[config.mk]
export PLATFORM = sky130hd
export DESIGN_NAME = cdp_rdma_reg
export DESIGN_NICKNAME = d
export VERILOG_FILES = /design/src/hdl/csb_pkg.sv /design/src/hdl/cdp_rdma_reg_pkg.sv /design/src/hdl/reg_bus_if.sv /design/src/hdl/cdp_rdma_reg.sv /design/src/hdl/cdp_rdma_pingpong_ctrl.sv /design/src/hdl/cdp_rdma_reg_dual.sv /design/src/hdl/cdp_rdma_reg_single.sv /design/src/hdl/csb_reg_bridge.sv
export SDC_FILE = /design/constraint.sdc
export NUM_CORES = 1
export LEC_CHECK = 0
export BUFFER_PORTS_ARGS = -buffer_cell sky130_fd_sc_hd__buf_4
export CORE_MARGIN = 2
export CORE_UTILIZATION = 57
export CTS_CLUSTER_SIZE = 12
export DETAILED_ROUTE_END_ITERATION = 8
export GPL_TIMING_DRIVEN = 0
export PLACE_DENSITY = 0.8
export REMOVE_ABC_BUFFERS = 1
export SLEW_MARGIN = 10
export SYNTH_ARGS = -nofsm -noshare
export SYNTH_HDL_FRONTEND = slang
export SYNTH_SLANG_ARGS = --single-unit
[constraint.sdc]
create_clock -name nvdla_core_clk -period 4.3 [get_ports nvdla_core_clk]
set_input_delay 0.645 -clock nvdla_core_clk [delete_from_list [all_inputs] [get_ports nvdla_core_clk]]
set_output_delay 0.645 -clock nvdla_core_clk [all_outputs]
set_load 0.02 [all_outputs]
[src/hdl/csb_pkg.sv]
// csb packet layout
package csb_pkg;

  ////////////////////////////////////////
  // packet and field widths
  ////////////////////////////////////////
  localparam int csb_req_w  = 63;  // request packet
  localparam int csb_resp_w = 34;  // response packet
  localparam int csb_addr_w = 22;  // word address
  localparam int csb_data_w = 32;

  ////////////////////////////////////////
  // request field positions
  ////////////////////////////////////////
  localparam int csb_addr_lsb    = 0;   // addr at 21:0
  localparam int csb_wdat_lsb    = 22;  // write data at 53:22
  localparam int csb_write_bit   = 54;
  localparam int csb_nposted_bit = 55;

  // response field positions, read data sits at 31:0
  localparam int csb_err_bit  = 32;
  localparam int csb_kind_bit = 33;  // 0 read, 1 write

endpackage
[src/hdl/cdp_rdma_reg_pkg.sv]
// cdp rdma register map
package cdp_rdma_reg_pkg;

  localparam int reg_off_w = 12;  // byte offset in 4 KB window

  ////////////////////////////////////////
  // register offsets
  ////////////////////////////////////////
  // single group
  localparam logic [reg_off_w-1:0] ofs_pointer     = 12'h000;  // producer 0, consumer 16
  localparam logic [reg_off_w-1:0] ofs_status      = 12'h004;
  // ping-pong groups
  localparam logic [reg_off_w-1:0] ofs_op_enable   = 12'h008;
  localparam logic [reg_off_w-1:0] ofs_width       = 12'h00c;
  localparam logic [reg_off_w-1:0] ofs_height      = 12'h010;
  localparam logic [reg_off_w-1:0] ofs_channel     = 12'h014;
  localparam logic [reg_off_w-1:0] ofs_base_low    = 12'h018;  // bits 31:5
  localparam logic [reg_off_w-1:0] ofs_base_high   = 12'h01c;
  localparam logic [reg_off_w-1:0] ofs_line_stride = 12'h020;  // bits 31:5
  localparam logic [reg_off_w-1:0] ofs_surf_stride = 12'h024;  // bits 31:5
  localparam logic [reg_off_w-1:0] ofs_ram_type    = 12'h028;
  localparam logic [reg_off_w-1:0] ofs_input_data  = 12'h02c;
  localparam logic [reg_off_w-1:0] ofs_dma_en      = 12'h030;
  localparam logic [reg_off_w-1:0] ofs_perf_stall  = 12'h034;  // read only

  localparam logic [reg_off_w-1:0] dual_base = ofs_op_enable;  // below is single group

  // field widths
  localparam int cube_w   = 13;
  localparam int stride_w = 27;

  // group status codes
  localparam logic [1:0] st_idle    = 2'd0;
  localparam logic [1:0] st_running = 2'd1;
  localparam logic [1:0] st_pending = 2'd2;

  // output pipelines
  localparam int op_en_depth = 3;
  localparam int slcg_depth  = 3;

  // settings of one ping-pong group
  typedef struct packed {
    logic [cube_w-1:0]             width;
    logic [cube_w-1:0]             height;
    logic [cube_w-1:0]             channel;
    logic [stride_w-1:0]           base_low;
    logic [csb_pkg::csb_data_w-1:0] base_high;
    logic [stride_w-1:0]           line_stride;
    logic [stride_w-1:0]           surf_stride;
    logic                          ram_type;
    logic [1:0]                    input_data;
    logic                          dma_en;
  } rdma_cfg_t;

endpackage

[src/hdl/reg_bus_if.sv]
// register access bus
`timescale 1ns/1ps

interface reg_bus_if;
  import csb_pkg::*;
  import cdp_rdma_reg_pkg::*;

  logic [reg_off_w-1:0]  offset;   // byte offset
  logic [csb_data_w-1:0] wr_data;
  logic                  wr_en;    // commits at the edge
  logic [csb_data_w-1:0] rd_data;  // combinational read

  // requester side
  modport host (
    output offset, wr_data, wr_en,
    input  rd_data
  );

  // register side
  modport file (
    input  offset, wr_data, wr_en,
    output rd_data
  );

endinterface

[src/hdl/cdp_rdma_reg.sv]
// cdp rdma register file top
`timescale 1ns/1ps

module cdp_rdma_reg (
  input  logic                                 nvdla_core_clk,
  input  logic                                 nvdla_core_rstn,
  input  logic [csb_pkg::csb_req_w-1:0]         csb2cdp_rdma_req_pd,
  input  logic                                 csb2cdp_rdma_req_pvld,
  output logic                                 csb2cdp_rdma_req_prdy,
  output logic [csb_pkg::csb_resp_w-1:0]        cdp_rdma2csb_resp_pd,
  output logic                                 cdp_rdma2csb_resp_valid,
  input  logic                                 dp2reg_done,
  input  logic [csb_pkg::csb_data_w-1:0]        dp2reg_d0_perf_read_stall,
  input  logic [csb_pkg::csb_data_w-1:0]        dp2reg_d1_perf_read_stall,
  output logic [cdp_rdma_reg_pkg::cube_w-1:0]   reg2dp_width,
  output logic [cdp_rdma_reg_pkg::cube_w-1:0]   reg2dp_height,
  output logic [cdp_rdma_reg_pkg::cube_w-1:0]   reg2dp_channel,
  output logic [cdp_rdma_reg_pkg::stride_w-1:0] reg2dp_src_base_addr_low,
  output logic [csb_pkg::csb_data_w-1:0]        reg2dp_src_base_addr_high,
  output logic [cdp_rdma_reg_pkg::stride_w-1:0] reg2dp_src_line_stride,
  output logic [cdp_rdma_reg_pkg::stride_w-1:0] reg2dp_src_surface_stride,
  output logic                                 reg2dp_src_ram_type,
  output logic [1:0]                           reg2dp_input_data,
  output logic                                 reg2dp_dma_en,
  output logic                                 reg2dp_op_en,
  output logic                                 slcg_op_en
);
  import cdp_rdma_reg_pkg::*;

  rdma_cfg_t  d0_cfg;
  rdma_cfg_t  d1_cfg;
  rdma_cfg_t  cfg;       // active group
  logic       producer;
  logic       consumer;
  logic [1:0] status_0;
  logic [1:0] status_1;
  logic       d0_trigger;
  logic       d1_trigger;
  logic       d0_op_en;
  logic       d1_op_en;

  reg_bus_if host_bus ();
  reg_bus_if s_bus ();
  reg_bus_if d0_bus ();
  reg_bus_if d1_bus ();

  ////////////////////////////////////////
  // csb side
  ////////////////////////////////////////
  csb_reg_bridge u_bridge (
    .nvdla_core_clk  (nvdla_core_clk),
    .nvdla_core_rstn (nvdla_core_rstn),
    .req_pvld        (csb2cdp_rdma_req_pvld),
    .req_pd          (csb2cdp_rdma_req_pd),
    .req_prdy        (csb2cdp_rdma_req_prdy),
    .resp_valid      (cdp_rdma2csb_resp_valid),
    .resp_pd         (cdp_rdma2csb_resp_pd),
    .bus             (host_bus.host)
  );

  cdp_rdma_pingpong_ctrl u_ctrl (
    .nvdla_core_clk  (nvdla_core_clk),
    .nvdla_core_rstn (nvdla_core_rstn),
    .host            (host_bus.file),
    .s_bus           (s_bus.host),
    .d0_bus          (d0_bus.host),
    .d1_bus          (d1_bus.host),
    .producer        (producer),
    .d0_cfg          (d0_cfg),
    .d1_cfg          (d1_cfg),
    .d0_trigger      (d0_trigger),
    .d1_trigger      (d1_trigger),
    .d0_op_en        (d0_op_en),
    .d1_op_en        (d1_op_en),
    .consumer        (consumer),
    .status_0        (status_0),
    .status_1        (status_1),
    .done            (dp2reg_done),
    .cfg             (cfg),
    .op_en           (reg2dp_op_en),
    .slcg_op_en      (slcg_op_en)
  );

  ////////////////////////////////////////
  // register groups
  ////////////////////////////////////////
  cdp_rdma_reg_single u_single (
    .nvdla_core_clk  (nvdla_core_clk),
    .nvdla_core_rstn (nvdla_core_rstn),
    .bus             (s_bus.file),
    .producer        (producer),
    .consumer        (consumer),
    .status_0        (status_0),
    .status_1        (status_1)
  );

  cdp_rdma_reg_dual u_dual_d0 (
    .nvdla_core_clk  (nvdla_core_clk),
    .nvdla_core_rstn (nvdla_core_rstn),
    .bus             (d0_bus.file),
    .cfg             (d0_cfg),
    .op_en_trigger   (d0_trigger),
    .op_en           (d0_op_en),
    .perf_read_stall (dp2reg_d0_perf_read_stall)
  );

  cdp_rdma_reg_dual u_dual_d1 (
    .nvdla_core_clk  (nvdla_core_clk),
    .nvdla_core_rstn (nvdla_core_rstn),
    .bus             (d1_bus.file),
    .cfg             (d1_cfg),
    .op_en_trigger   (d1_trigger),
    .op_en           (d1_op_en),
    .perf_read_stall (dp2reg_d1_perf_read_stall)
  );

  // flatten active settings
  assign reg2dp_width              = cfg.width;
  assign reg2dp_height             = cfg.height;
  assign reg2dp_channel            = cfg.channel;
  assign reg2dp_src_base_addr_low  = cfg.base_low;
  assign reg2dp_src_base_addr_high = cfg.base_high;
  assign reg2dp_src_line_stride    = cfg.line_stride;
  assign reg2dp_src_surface_stride = cfg.surf_stride;
  assign reg2dp_src_ram_type       = cfg.ram_type;
  assign reg2dp_input_data         = cfg.input_data;
  assign reg2dp_dma_en             = cfg.dma_en;

endmodule

[src/hdl/cdp_rdma_pingpong_ctrl.sv]
// ping-pong group control
`timescale 1ns/1ps

module cdp_rdma_pingpong_ctrl (
  input  logic                        nvdla_core_clk,
  input  logic                        nvdla_core_rstn,
  reg_bus_if.file                     host,
  reg_bus_if.host                     s_bus,
  reg_bus_if.host                     d0_bus,
  reg_bus_if.host                     d1_bus,
  input  logic                        producer,
  input  cdp_rdma_reg_pkg::rdma_cfg_t d0_cfg,
  input  cdp_rdma_reg_pkg::rdma_cfg_t d1_cfg,
  input  logic                        d0_trigger,
  input  logic                        d1_trigger,
  output logic                        d0_op_en,
  output logic                        d1_op_en,
  output logic                        consumer,
  output logic [1:0]                  status_0,
  output logic [1:0]                  status_1,
  input  logic                        done,
  output cdp_rdma_reg_pkg::rdma_cfg_t cfg,
  output logic                        op_en,
  output logic                        slcg_op_en
);
  import csb_pkg::*;
  import cdp_rdma_reg_pkg::*;

  logic                   select_s;
  logic                   select_d0;
  logic                   select_d1;
  logic                   op_en_ori;    // enable of consumed group
  logic [op_en_depth-1:0] op_en_pipe;
  logic [slcg_depth-1:0]  slcg_pipe;

  ////////////////////////////////////////
  // address decode
  ////////////////////////////////////////
  assign select_s  = host.offset < dual_base;
  assign select_d0 = ~select_s & ~producer;  // software fills the producer side
  assign select_d1 = ~select_s & producer;

  assign s_bus.offset  = host.offset;
  assign d0_bus.offset = host.offset;
  assign d1_bus.offset = host.offset;

  assign s_bus.wr_data  = host.wr_data;
  assign d0_bus.wr_data = host.wr_data;
  assign d1_bus.wr_data = host.wr_data;

  // a running or pending group is locked
  assign s_bus.wr_en  = host.wr_en & select_s;
  assign d0_bus.wr_en = host.wr_en & select_d0 & ~d0_op_en;
  assign d1_bus.wr_en = host.wr_en & select_d1 & ~d1_op_en;

  assign host.rd_data = ({csb_data_w{select_s}}  & s_bus.rd_data)  |
                        ({csb_data_w{select_d0}} & d0_bus.rd_data) |
                        ({csb_data_w{select_d1}} & d1_bus.rd_data);

  ////////////////////////////////////////
  // consumer pointer and enables
  ////////////////////////////////////////
  always_ff @(posedge nvdla_core_clk or negedge nvdla_core_rstn) begin
    if (!nvdla_core_rstn) begin
      consumer <= 1'b0;
    end else if (done) begin
      consumer <= ~consumer;  // hop to other group
    end
  end

  always_ff @(posedge nvdla_core_clk or negedge nvdla_core_rstn) begin
    if (!nvdla_core_rstn) begin
      d0_op_en <= 1'b0;
      d1_op_en <= 1'b0;
    end else begin
      // set only from idle, trigger wins over done
      if (!d0_op_en && d0_trigger) begin
        d0_op_en <= host.wr_data[0];
      end else if (done && !consumer) begin
        d0_op_en <= 1'b0;
      end
      if (!d1_op_en && d1_trigger) begin
        d1_op_en <= host.wr_data[0];
      end else if (done && consumer) begin
        d1_op_en <= 1'b0;
      end
    end
  end

  // status words
  always_comb begin
    status_0 = !d0_op_en ? st_idle : (consumer ? st_pending : st_running);
    status_1 = !d1_op_en ? st_idle : (!consumer ? st_pending : st_running);
  end

  ////////////////////////////////////////
  // op_en pipe and clock gate delay
  ////////////////////////////////////////
  assign op_en_ori = consumer ? d1_op_en : d0_op_en;

  always_ff @(posedge nvdla_core_clk or negedge nvdla_core_rstn) begin
    if (!nvdla_core_rstn) begin
      op_en_pipe <= '0;
      slcg_pipe  <= '0;
    end else begin
      op_en_pipe <= done ? '0 : {op_en_pipe[op_en_depth-2:0], op_en_ori};  // flush on done
      slcg_pipe  <= {slcg_pipe[slcg_depth-2:0], op_en_ori};  // clock keeps running
    end
  end

  assign op_en      = op_en_pipe[op_en_depth-1];
  assign slcg_op_en = slcg_pipe[slcg_depth-1];

  // datapath sees the consumed group
  assign cfg = consumer ? d1_cfg : d0_cfg;

endmodule

[src/hdl/cdp_rdma_reg_dual.sv]
// ping-pong register group
`timescale 1ns/1ps

module cdp_rdma_reg_dual (
  input  logic                           nvdla_core_clk,
  input  logic                           nvdla_core_rstn,
  reg_bus_if.file                        bus,
  output cdp_rdma_reg_pkg::rdma_cfg_t    cfg,
  output logic                           op_en_trigger,
  input  logic                           op_en,
  input  logic [csb_pkg::csb_data_w-1:0] perf_read_stall
);
  import cdp_rdma_reg_pkg::*;

  // enable itself lives in the ctrl block
  assign op_en_trigger = bus.wr_en && (bus.offset == ofs_op_enable);

  ////////////////////////////////////////
  // settings write
  ////////////////////////////////////////
  always_ff @(posedge nvdla_core_clk or negedge nvdla_core_rstn) begin
    if (!nvdla_core_rstn) begin
      cfg <= '0;
    end else if (bus.wr_en) begin  // already gated by op_en upstream
      case (bus.offset)
        ofs_width:       cfg.width       <= bus.wr_data[cube_w-1:0];
        ofs_height:      cfg.height      <= bus.wr_data[cube_w-1:0];
        ofs_channel:     cfg.channel     <= bus.wr_data[cube_w-1:0];
        ofs_base_low:    cfg.base_low    <= bus.wr_data[31:5];  // 32B aligned
        ofs_base_high:   cfg.base_high   <= bus.wr_data;
        ofs_line_stride: cfg.line_stride <= bus.wr_data[31:5];
        ofs_surf_stride: cfg.surf_stride <= bus.wr_data[31:5];
        ofs_ram_type:    cfg.ram_type    <= bus.wr_data[0];
        ofs_input_data:  cfg.input_data  <= bus.wr_data[1:0];
        ofs_dma_en:      cfg.dma_en      <= bus.wr_data[0];
        default: ;
      endcase
    end
  end

  ////////////////////////////////////////
  // readback
  ////////////////////////////////////////
  always_comb begin
    bus.rd_data = '0;
    case (bus.offset)
      ofs_op_enable: begin
        bus.rd_data[0] = op_en;
      end
      ofs_width: begin
        bus.rd_data[cube_w-1:0] = cfg.width;
      end
      ofs_height: begin
        bus.rd_data[cube_w-1:0] = cfg.height;
      end
      ofs_channel: begin
        bus.rd_data[cube_w-1:0] = cfg.channel;
      end
      ofs_base_low: begin
        bus.rd_data[31:5] = cfg.base_low;  // low bits read zero
      end
      ofs_base_high: begin
        bus.rd_data = cfg.base_high;
      end
      ofs_line_stride: begin
        bus.rd_data[31:5] = cfg.line_stride;
      end
      ofs_surf_stride: begin
        bus.rd_data[31:5] = cfg.surf_stride;
      end
      ofs_ram_type: begin
        bus.rd_data[0] = cfg.ram_type;
      end
      ofs_input_data: begin
        bus.rd_data[1:0] = cfg.input_data;
      end
      ofs_dma_en: begin
        bus.rd_data[0] = cfg.dma_en;
      end
      ofs_perf_stall: begin
        bus.rd_data = perf_read_stall;  // live counter from datapath
      end
      default: ;
    endcase
  end

endmodule

[src/hdl/cdp_rdma_reg_single.sv]
// single register group
`timescale 1ns/1ps

module cdp_rdma_reg_single (
  input  logic       nvdla_core_clk,
  input  logic       nvdla_core_rstn,
  reg_bus_if.file    bus,
  output logic       producer,
  input  logic       consumer,
  input  logic [1:0] status_0,
  input  logic [1:0] status_1
);
  import cdp_rdma_reg_pkg::*;

  // producer pointer, only writable bit here
  always_ff @(posedge nvdla_core_clk or negedge nvdla_core_rstn) begin
    if (!nvdla_core_rstn) begin
      producer <= 1'b0;
    end else if (bus.wr_en && bus.offset == ofs_pointer) begin
      producer <= bus.wr_data[0];
    end
  end

  ////////////////////////////////////////
  // readback
  ////////////////////////////////////////
  always_comb begin
    bus.rd_data = '0;  // unmapped reads zero
    case (bus.offset)
      ofs_pointer: begin
        bus.rd_data[0]  = producer;
        bus.rd_data[16] = consumer;  // read only
      end
      ofs_status: begin
        bus.rd_data[1:0]   = status_0;
        bus.rd_data[17:16] = status_1;
      end
      default: ;
    endcase
  end

endmodule

[src/hdl/csb_reg_bridge.sv]
// csb to register bridge
`timescale 1ns/1ps

module csb_reg_bridge (
  input  logic                          nvdla_core_clk,
  input  logic                          nvdla_core_rstn,
  input  logic                          req_pvld,
  input  logic [csb_pkg::csb_req_w-1:0]  req_pd,
  output logic                          req_prdy,
  output logic                          resp_valid,
  output logic [csb_pkg::csb_resp_w-1:0] resp_pd,
  reg_bus_if.host                       bus
);
  import csb_pkg::*;
  import cdp_rdma_reg_pkg::*;

  logic                  req_pvld_r;
  logic [csb_req_w-1:0]  req_pd_r;
  logic [csb_addr_w-1:0] req_addr;
  logic                  req_write;
  logic                  req_nposted;
  logic                  rd_en;
  logic                  npwr_en;
  logic [csb_resp_w-1:0] resp_nxt;

  assign req_prdy = 1'b1;  // never stalls

  ////////////////////////////////////////
  // request capture
  ////////////////////////////////////////
  always_ff @(posedge nvdla_core_clk or negedge nvdla_core_rstn) begin
    if (!nvdla_core_rstn) begin
      req_pvld_r <= 1'b0;
    end else begin
      req_pvld_r <= req_pvld;
    end
  end

  always_ff @(posedge nvdla_core_clk) begin
    if (req_pvld) begin
      req_pd_r <= req_pd;  // payload only on valid
    end
  end

  // unpack
  assign req_addr    = req_pd_r[csb_addr_lsb +: csb_addr_w];
  assign req_write   = req_pd_r[csb_write_bit];
  assign req_nposted = req_pd_r[csb_nposted_bit];

  // word address to byte offset
  assign bus.offset  = {req_addr[reg_off_w-3:0], 2'b00};
  assign bus.wr_data = req_pd_r[csb_wdat_lsb +: csb_data_w];
  assign bus.wr_en   = req_pvld_r & req_write;

  assign rd_en   = req_pvld_r & ~req_write;
  assign npwr_en = req_pvld_r & req_write & req_nposted;

  ////////////////////////////////////////
  // response
  ////////////////////////////////////////
  always_comb begin
    resp_nxt = '0;
    if (rd_en) begin
      resp_nxt[csb_data_w-1:0] = bus.rd_data;  // write resp carries zero data
    end
    resp_nxt[csb_err_bit]  = 1'b0;       // no error reporting
    resp_nxt[csb_kind_bit] = req_write;  // kind follows direction
  end

  always_ff @(posedge nvdla_core_clk or negedge nvdla_core_rstn) begin
    if (!nvdla_core_rstn) begin
      resp_valid <= 1'b0;
    end else begin
      resp_valid <= rd_en | npwr_en;  // posted writes stay silent
    end
  end

  always_ff @(posedge nvdla_core_clk) begin
    if (rd_en || npwr_en) begin
      resp_pd <= resp_nxt;  // holds otherwise
    end
  end

endmodule

==> flow_summary.json, run 1 <==
{
  "ctsLongestPathBuffers": 3,
  "grt_overflow_total": 0,
  "drive_above_1_share": 0.524,
  "max_freq_ghz": 0.238,
  "p_seq_frac": 0.459,
  "htree_levels": 2,
  "hpwl_um": 41100,
  "cts-root-buf": "clkbuf_16",
  "worst_ep_arrival_time_ns": 4.62,
  "grt_max_degree": 103,
  "drt_iter0_drc": 1442,
  "async_flop_share": 0.808,
  "ys.flop_type": "dfrtp_1",
  "synth.area.top_cells": "dfrtp_1 (40%), mux2_2 (21%), edfxtp_1 (12%)",
  "pre_cts_slack_ns": -0.249,
  "slew_viol_final": 0,
  "routed-via-count": 14800,
  "start_kind": "flop",
  "cts_tree": "done",
  "clk_latency_ns": 0.56,
  "power.leakage_nw": 11.7,
  "power_switching_mw": 2.28,
  "ys_ff_latch": 401,
  "finalPower_mw": 8.97,
  "drcViolationCount": 0,
  "internal-power_mw": 6.69,
  "synthCells": 1452,
  "synth_top_area_cell": "dfrtp_1",
  "comb_power_share": 0.123,
  "hold_viol_final": 0,
  "crit_type": "flop to flop",
  "synthMostInstantiatedCell": "mux2_2",
  "grt_use_total": 0.344,
  "numCtsBuffers": 43,
  "setup_ws_ns": 0.104,
  "setup_viol": 0,
  "clkSlewWorstSetupHoldPaths_ns": 0.06,
  "io_pins": 325,
  "nNetsFinal": 1867,
  "fp-row-count": 68,
  "gp_routability_congestion": 0.884,
  "swShare": 0.255,
  "area_growth_pct": 23.2,
  "die_area_mm2": 0.0367,
  "worstPathMaxFanout": 19,
  "die_h_um": 192,
  "synth-edff-count": 77,
  "end_kind": "flop",
  "antenna_found_initial": 2,
  "ys_types": 68,
  "slew_headroom": 0.168,
  "finalWirelength_um": 62600,
  "pwr-share-clk": 0.418,
  "worstHoldPathType": "primary input to flop",
  "clock_skew_ns": 0.0280,
  "portBuffers": 303,
  "fp.dieW_um": 192,
  "wl_per_cell_um": 28.1,
  "synth.top_cell.area_share": 0.404,
  "syn_area_mm2": 0.0201,
  "core_mm2": 0.0346,
  "worst_slew_pin_slew_ns": 1.25,
  "firstDrtPassIters": 5,
  "fin_crit_sh": 0.976,
  "yosysSeqAreaShare": 0.519,
  "vias_per_cell": 6.65,
  "ir_drop_uv": 367,
  "grt_pass1_vias": 15200,
  "fin_crit_ns": 4.20,
  "cap_violations": 0,
  "cts.sinks": 401,
  "ys_warn_count": 0,
  "status": "complete, no violations",
  "netlist_top_cells_count": "mux2_2 (377), dfrtp_1 (324), mux2_4 (98)",
  "grt_pass1_wl_um": 94000,
  "start_util": 0.579,
  "avgSynthCellArea_um2": 13.8,
  "postRouteAntennaNets": 0,
  "rsz0062_at_grt": "false",
  "pwr_density_cell_mw_per_mm2": 363,
  "required_ns": 4.72
}
-- per-stage QoR --
| step | hold slack [ns] | TNS [ns] | instances | area, µm² | utilization |
|---|---|---|---|---|---|
| floorplan | 0.331 | -125.98 | 1335 | 19400 | - |
| global placement | 0.338 | -1571.71 | 2093 | 22300 | 0.643 |
| detailed placement | 0.343 | -6.04 | 2142 | 23200 | 0.671 |
| CTS | 0.249 | 0 | 2224 | 24700 | 0.713 |
| global route | 0.253 | 0 | 2226 | 24700 | 0.713 |
| finish | 0.267 | 0 | 2226 | 24700 | 0.713 |
-- final cells by class --
cell class / instances / area, µm²
tap: 455 / 569
clock buffer: 72 / 1300
sequential: 401 / 10400
antenna: 1 / 2.50
fill: 2298 / 9920
timing repair buffer: 356 / 3190
clock inverter: 7 / 113
inverter: 4 / 15.0
multi-input combinational: 930 / 9100
-- power groups by stage --
stage               Sequential [mW]  Clock (mW)  Combinational, mW
floorplan                      4.34           0              0.435
global placement               4.40           0              0.695
detailed placement             4.19           0               1.08
CTS                            4.12        3.77               1.08
global route                   4.13        3.95               1.14
finish                         4.12        3.75               1.11
-- layer usage --
metal	vias to the layer above	track usage	wire, µm
met4	2	0.172	3470
met3	238	0.0925	6950
met2	962	0.520	28000
li1	6120	-	-
met5	-	0	13
met1	7482	0.459	24100
-- critical path, stage by stage, from the launching register on --
cell	delay [ns]
edfxtp_1	0.43
or4_1	1.07
nor2_1	1.15
and3_1	0.99
mux2_2	0.42
-- path summary, 6_finish.rpt --
kind	start	end	slack [ns]	cells past startpoint
worst max-delay path	u_bridge.req_pd_r[4]	u_dual_d0.cfg[137]	0.10	4
worst min-delay path	csb2cdp_rdma_req_pd[22]	u_bridge.req_pd_r[22]	0.27	1
worst max register to register	u_bridge.req_pd_r[4]	u_dual_d0.cfg[137]	0.10	4
worst min register to register	u_ctrl.slcg_pipe[0]	u_ctrl.slcg_pipe[1]	0.35	0
max in group asynchronous	nvdla_core_rstn	u_dual_d0.cfg[46]	2.41	4
min in group asynchronous	nvdla_core_rstn	u_dual_d1.cfg[120]	0.55	2
-- flip-flops by register name, indices dropped and copies added, names as in the netlist --
| register | flops |
|---|---|
| u_bridge.resp_pd | 33 |
| u_ctrl.d0_op_en | 1 |
| u_ctrl.d1_op_en | 1 |
| u_bridge.resp_valid | 1 |
| u_bridge.req_pvld_r | 1 |
| u_ctrl.op_en_pipe | 3 |
| u_bridge.req_pd_r | 44 |
| u_single.producer | 1 |
| u_ctrl.slcg_pipe | 3 |
| u_dual_d1.cfg | 156 |
| u_ctrl.consumer | 1 |
| u_dual_d0.cfg | 156 |
-- cells in the final DEF, fill, tap and decap left out, types with 17 or more instances in the layout --
master,instances
mux2_2,377
dfrtp_1,323
buf_4,313
mux2_4,98
edfxtp_1,77
a22oi_1,60
clkbuf_16,45
nand2_1,43
nor2_1,31
mux2i_1,27
nand3_1,25
a211oi_1,22
a22o_1,21
clkbuf_1,20
buf_8,20
o22ai_1,17
-- kinds of logic after synthesis --
group / Yosys count / share of synthesized area
AO/OA/AOI/OAI: 224 / 0.0858
XOR/XNOR: 1 / 0.000437
buffers and inverters: 121 / 0.0332
flip-flops: 401 / 0.519
multiplexers: 511 / 0.306
other: 2 / 0.000374
AND/OR/NAND/NOR: 192 / 0.0549
-- repair_timing --
| item | in CTS | in global routing |
|---|---|---|
| setup buffers | 2 | 0 |
| setup endpoints to repair | 43 | 1 |
| pin swaps | 1 | 1 |
| gates resized for setup | 1 | 0 |
| hold buffers | 1 | 0 |
| hold endpoints to repair | 37 | 0 |
No activity file was read; power rests on OpenSTA's default activity.
==> run 2, diff against run 1 <==
--- a/config.mk
+++ b/config.mk
@@ -6,6 +6,7 @@
 export NUM_CORES = 1
 export LEC_CHECK = 0
 export BUFFER_PORTS_ARGS = -buffer_cell sky130_fd_sc_hd__buf_4
+export CORE_ASPECT_RATIO = 1.75
 export CORE_MARGIN = 2
 export CORE_UTILIZATION = 57
 export CTS_CLUSTER_SIZE = 12
@@ -13,7 +14,7 @@
 export GPL_TIMING_DRIVEN = 0
 export PLACE_DENSITY = 0.8
 export REMOVE_ABC_BUFFERS = 1
-export SLEW_MARGIN = 10
+export SLEW_MARGIN = 20
 export SYNTH_ARGS = -nofsm -noshare
 export SYNTH_HDL_FRONTEND = slang
 export SYNTH_SLANG_ARGS = --single-unit
==> run 2 against run 1 <==
Clock power fell by 8.0%. Sequential power barely moved. Power fell by 3.5%. Sequential share of layout area rose by 0.30 points. Wire length rose by 0.51%. Critical path depth rose by 3. Non-clock buffer count rose by 4. Fmax rose by 1.0%. Die area rose by 0.16%. Setup slack improved by 0.042 ns. Global-route usage fell by 0.42 points.
==> flow_summary.json, run 2 (same netlist as run 1, synthesis figures left out) <==
{
  "worst_slew_pin_slew_ns": 1.10,
  "stdcell_count": 2229,
  "fin_crit_sh": 0.966,
  "die_area_mm2": 0.0368,
  "slew_headroom": 0.263,
  "crit_type": "flop to flop",
  "setup_ws_ns": 0.146,
  "p_seq_frac": 0.473,
  "internal-power_mw": 6.40,
  "fp-row-count": 90,
  "cts_tree": "done",
  "clkSlewWorstSetupHoldPaths_ns": 0.06,
  "antenna_found_initial": 1,
  "fin_crit_ns": 4.15,
  "pwr_density_cell_mw_per_mm2": 353,
  "slew_viol_final": 0,
  "required_ns": 4.73,
  "final_common_cell": "mux2_2",
  "clk_latency_ns": 0.56,
  "max_freq_ghz": 0.241,
  "rsz0062_at_grt": "false",
  "fin_hold_ws_ns": 0.0281,
  "end_kind": "flop",
  "firstDrtPassIters": 5,
  "grt_pass1_wl_um": 94400,
  "vias_per_cell": 6.57,
  "worst_ep_arrival_time_ns": 4.58,
  "pre_cts_slack_ns": 0.300,
  "regArea_mm2": 0.0104,
  "hpwl_um": 42900,
  "power.leakage_nw": 11.6,
  "drcViolationCount": 0,
  "worst-r2r-cell-count": 7,
  "drive_above_1_share": 0.523,
  "area_growth_pct": 22.3,
  "grt_use_total": 0.339,
  "layout.filler_cells": 2366,
  "fp.dieW_um": 146,
  "numCtsBuffers": 41,
  "ctsLongestPathBuffers": 3,
  "cts-root-buf": "clkbuf_16",
  "postRouteAntennaNets": 0,
  "worstHoldPathType": "primary input to asynchronous set/reset pin",
  "reg2reg_slack_ns": 0.15,
  "multi_input_area_mm2": 0.00910,
  "setup_viol": 0,
  "status": "complete, no violations",
  "nNetsFinal": 1869,
  "io_pins": 325,
  "clock_skew_ns": 0.0204,
  "fin_tns_setup_ns": 0,
  "hold_viol_final": 0,
  "post-place-cells": 2155,
  "cap_violations": 0,
  "gp_routability_congestion": 0.885,
  "drt_iter0_drc": 1436,
  "start_kind": "flop",
  "wl_per_cell_um": 28.2,
  "comb_power_share": 0.129,
  "die_h_um": 252,
  "grt_overflow_total": 0,
  "ir_drop_uv": 330,
  "core_mm2": 0.0346,
  "htree_levels": 2,
  "worstPathMaxFanout": 27,
  "cts_resized": 0,
  "pwr-share-clk": 0.398,
  "power_switching_mw": 2.26,
  "start_util": 0.580,
  "post_cts.repair.setup_buffers": 0,
  "portBuffers": 303,
  "cts_hold_buf": 0,
  "fin_util": 0.710,
  "cts.sinks": 401,
  "swShare": 0.261,
  "mostFrequentLayoutCells": "mux2_2 (377), dfrtp_1 (323), buf_4 (309)",
  "grt_max_degree": 97,
  "finalWirelength_um": 62900,
  "grt_pass1_vias": 15300,
  "routed-via-count": 14600,
  "reg_top3": "u_dual_d0.cfg: 156 flops, u_dual_d1.cfg: 156 flops, u_bridge.req_pd_r: 44 flops"
}
-- run 2: per-layer routing --
layer | track usage | share of wire | vias to the layer above | wire [µm]
met5 | 0 | 0 | - | 0
met4 | 0.217 | 0.072 | 0 | 4550
met3 | 0.0650 | 0.081 | 248 | 5070
met2 | 0.573 | 0.50 | 888 | 31400
met1 | 0.397 | 0.35 | 7398 | 21900
li1 | - | - | 6103 | -
-- run 2: cell type report --
class                   count  share of cell area
flip-flops and latches    401               0.425
well taps                 460              0.0235
multi-input cells         930               0.371
diodes                      1            0.000102
clock buffers              68              0.0485
clock inverters             5             0.00235
inverters                   4            0.000612
repair buffers            360               0.129
-- run 2: stage by stage --
stage	instance area [µm²]	power [mW]
after CTS	24500	8.67
after global placement	22300	5.10
final	24500	8.66
after floorplan	19400	4.77
after detailed placement	23300	5.26
after global routing	24500	8.88
-- run 2: power groups by stage --
stage | registers (mW) | logic (mW) | clock network, mW
after global placement | 4.40 | 0.696 | 0
after floorplan | 4.34 | 0.435 | 0
after CTS | 4.10 | 1.10 | 3.47
after global routing | 4.11 | 1.16 | 3.61
final | 4.10 | 1.12 | 3.45
after detailed placement | 4.17 | 1.10 | 0
-- run 2: critical path: stages (launching register included) --
cell and delay (ns):
edfxtp_1 0.59, buf_8 0.25, buf_8 0.17, or4b_1 0.94, nor3_4 0.62, buf_8 0.23
nand2_2 0.60, mux2_1 0.57
-- run 2: path summary, 6_finish.rpt --
| path | startpoint | endpoint |
|---|---|---|
| worst max-delay path | u_bridge.req_pd_r[3] | u_dual_d0.cfg[97] |
| worst min-delay path | nvdla_core_rstn | u_dual_d1.cfg[12] |
| worst max register to register | u_bridge.req_pd_r[3] | u_dual_d0.cfg[97] |
| worst min register to register | u_ctrl.slcg_pipe[1] | u_ctrl.slcg_pipe[2] |
| max in group asynchronous | nvdla_core_rstn | u_dual_d1.cfg[67] |
| min in group nvdla_core_clk | csb2cdp_rdma_req_pd[28] | u_bridge.req_pd_r[28] |
==> run 3, diff against run 2 <==
--- a/config.mk
+++ b/config.mk
@@ -12,7 +12,7 @@
 export CTS_CLUSTER_SIZE = 12
 export DETAILED_ROUTE_END_ITERATION = 8
 export GPL_TIMING_DRIVEN = 0
-export PLACE_DENSITY = 0.8
+export PLACE_DENSITY_LB_ADDON = 0.1
 export REMOVE_ABC_BUFFERS = 1
 export SLEW_MARGIN = 20
 export SYNTH_ARGS = -nofsm -noshare
==> run 3 against run 2 <==
Via count decreased by 0.27%. Register-to-register slack improved by 0.10 ns. Wire length increased by 0.87%. Critical path depth decreased by 3. Die area unchanged. Power decreased by 1.7%. Utilization decreased by 0.083 points. Combinational power about the same. Sequential share of layout area about the same. Sequential power about the same. Non-clock buffer count increased by 6. Final cell count increased by 0.13%.
==> flow_summary.json, run 3 (same netlist as run 1, synthesis figures left out) <==
{
  "area_growth_pct": 22.1,
  "max_freq_ghz": 0.247,
  "clk_latency_ns": 0.55,
  "layout.filler_cells": 2443,
  "top_usage_layer": "met2",
  "numCtsBuffers": 40,
  "start_util": 0.580,
  "post-place-cells": 2158,
  "pwr-share-clk": 0.388,
  "cap_violations": 0,
  "die_area_mm2": 0.0368,
  "portBuffers": 303,
  "drcViolationCount": 0,
  "crit_type": "flop to flop",
  "htree_levels": 2,
  "cts-root-buf": "clkbuf_16",
  "drive_above_1_share": 0.525,
  "cts_tree": "done",
  "setup_viol": 0,
  "grt_pass1_vias": 15000,
  "rsz0062_at_grt": "false",
  "fin_crit_ns": 4.05,
  "grt_overflow_total": 0,
  "internal-power_mw": 6.27,
  "fp-row-count": 90,
  "clkSlewWorstSetupHoldPaths_ns": 0.06,
  "hpwl_um": 42800,
  "status": "complete, no violations",
  "ctsLongestPathBuffers": 3,
  "grt_use_total": 0.340,
  "finalPower_mw": 8.51,
  "grt_max_degree": 99,
  "antenna_found_initial": 1,
  "fin_crit_sh": 0.943,
  "drt_iter0_drc": 1305,
  "firstDrtPassIters": 8,
  "fp.dieW_um": 146,
  "fin_util": 0.709,
  "pwr_density_cell_mw_per_mm2": 347,
  "die_h_um": 252,
  "worstHoldPathType": "primary input to asynchronous set/reset pin",
  "cts_resized": 0,
  "nNetsFinal": 1874,
  "swShare": 0.263,
  "met3_usage": 0.0637,
  "postRouteAntennaNets": 0,
  "reg_top3": "u_dual_d0.cfg: 156 flops, u_dual_d1.cfg: 156 flops, u_bridge.req_pd_r: 44 flops",
  "p_seq_frac": 0.484,
  "grt_pass1_wl_um": 93900,
  "power.leakage_nw": 11.6,
  "vias_per_cell": 6.54,
  "worstPathMaxFanout": 19,
  "slew_viol_final": 0,
  "cts.sinks": 401,
  "ir_drop_uv": 322,
  "comb_power_share": 0.129,
  "finalWirelength_um": 63400,
  "start_kind": "flop",
  "routed-via-count": 14600,
  "gr-usage-met2": 0.560,
  "grt_use_met1": 0.414,
  "hold_viol_final": 0,
  "io_pins": 325,
  "fin_hold_ws_ns": 0.0809,
  "mostFrequentLayoutCells": "mux2_2 (377), dfrtp_1 (323), buf_4 (308)",
  "worst_ep_arrival_time_ns": 4.47,
  "required_ns": 4.72,
  "power_switching_mw": 2.24,
  "wl_per_cell_um": 28.4,
  "final_common_cell": "mux2_2",
  "core_mm2": 0.0346,
  "end_kind": "flop",
  "stdcell_count": 2232,
  "worst_slew_pin_slew_ns": 1.16,
  "gp_routability_congestion": 0.886,
  "slew_headroom": 0.226,
  "clock_skew_ns": 0.0194
}
run 3: timing repair:
item,CTS,global route
setup buffers,0,3
hold endpoints to repair,0,0
endpoints found under the setup margin,0,40
hold buffers,0,0
run 3: layout make-up:
class,count,area (µm²),share of cell area
Sequential cell,401,10400,0.425
Multi-Input combinational cell,930,9100,0.371
Timing Repair Buffer,366,3210,0.131
Clock buffer,67,1150,0.0471
Tap cell,460,576,0.0235
Clock inverter,3,25.0,0.00102
Inverter,4,15.0,0.000613
Antenna cell,1,2.50,0.000102
run 3: stage by stage:
stage	instance area (µm²)	setup TNS, ns	setup slack (ns)
global route	24500	0	0.250
finish	24500	0	0.247
floorplan	19400	-125.98	-0.784
CTS	24500	0	0.0531
global placement	22300	-1699.92	-5.83
detailed placement	23300	0	0.0658
run 3: final timing paths:
path | from | to | slack [ns] | depth (start not counted)
worst max-delay path | u_bridge.req_pd_r[4] | u_dual_d0.cfg[131] | 0.25 | 4
worst min-delay path | nvdla_core_rstn | u_ctrl.consumer | 0.08 | 1
worst max register to register | u_bridge.req_pd_r[4] | u_dual_d0.cfg[131] | 0.25 | 4
worst min register to register | u_ctrl.slcg_pipe[0] | u_ctrl.slcg_pipe[1] | 0.36 | 0
max in group asynchronous | nvdla_core_rstn | u_dual_d1.cfg[17] | 2.96 | 3
min in group nvdla_core_clk | csb2cdp_rdma_req_pd[30] | u_bridge.req_pd_r[30] | 0.26 | 1
run 3: power by group through the flow:
stage | combinational, mW | sequential [mW] | clock, mW
after floorplan | 0.435 | 4.34 | 0
after global placement | 0.695 | 4.40 | 0
after detailed placement | 1.09 | 4.19 | 0
after CTS | 1.09 | 4.12 | 3.34
after global routing | 1.14 | 4.13 | 3.48
final | 1.10 | 4.12 | 3.30
run 3: critical path, cell delays in order (launching register included):
cell and delay, ns:
edfxtp_1 0.44, or4_2 1.05, nor2_1 0.95, and3_1 1.04, mux2_2 0.43
run 3: metal layers:
layer  routed length, µm  vias up  part of all wire
met5                   0        -                 0
met4                4360        0             0.069
met3                4950      250             0.078
met2               30900      874              0.49
met1               23200     7372              0.37
li1                    -     6102                 -
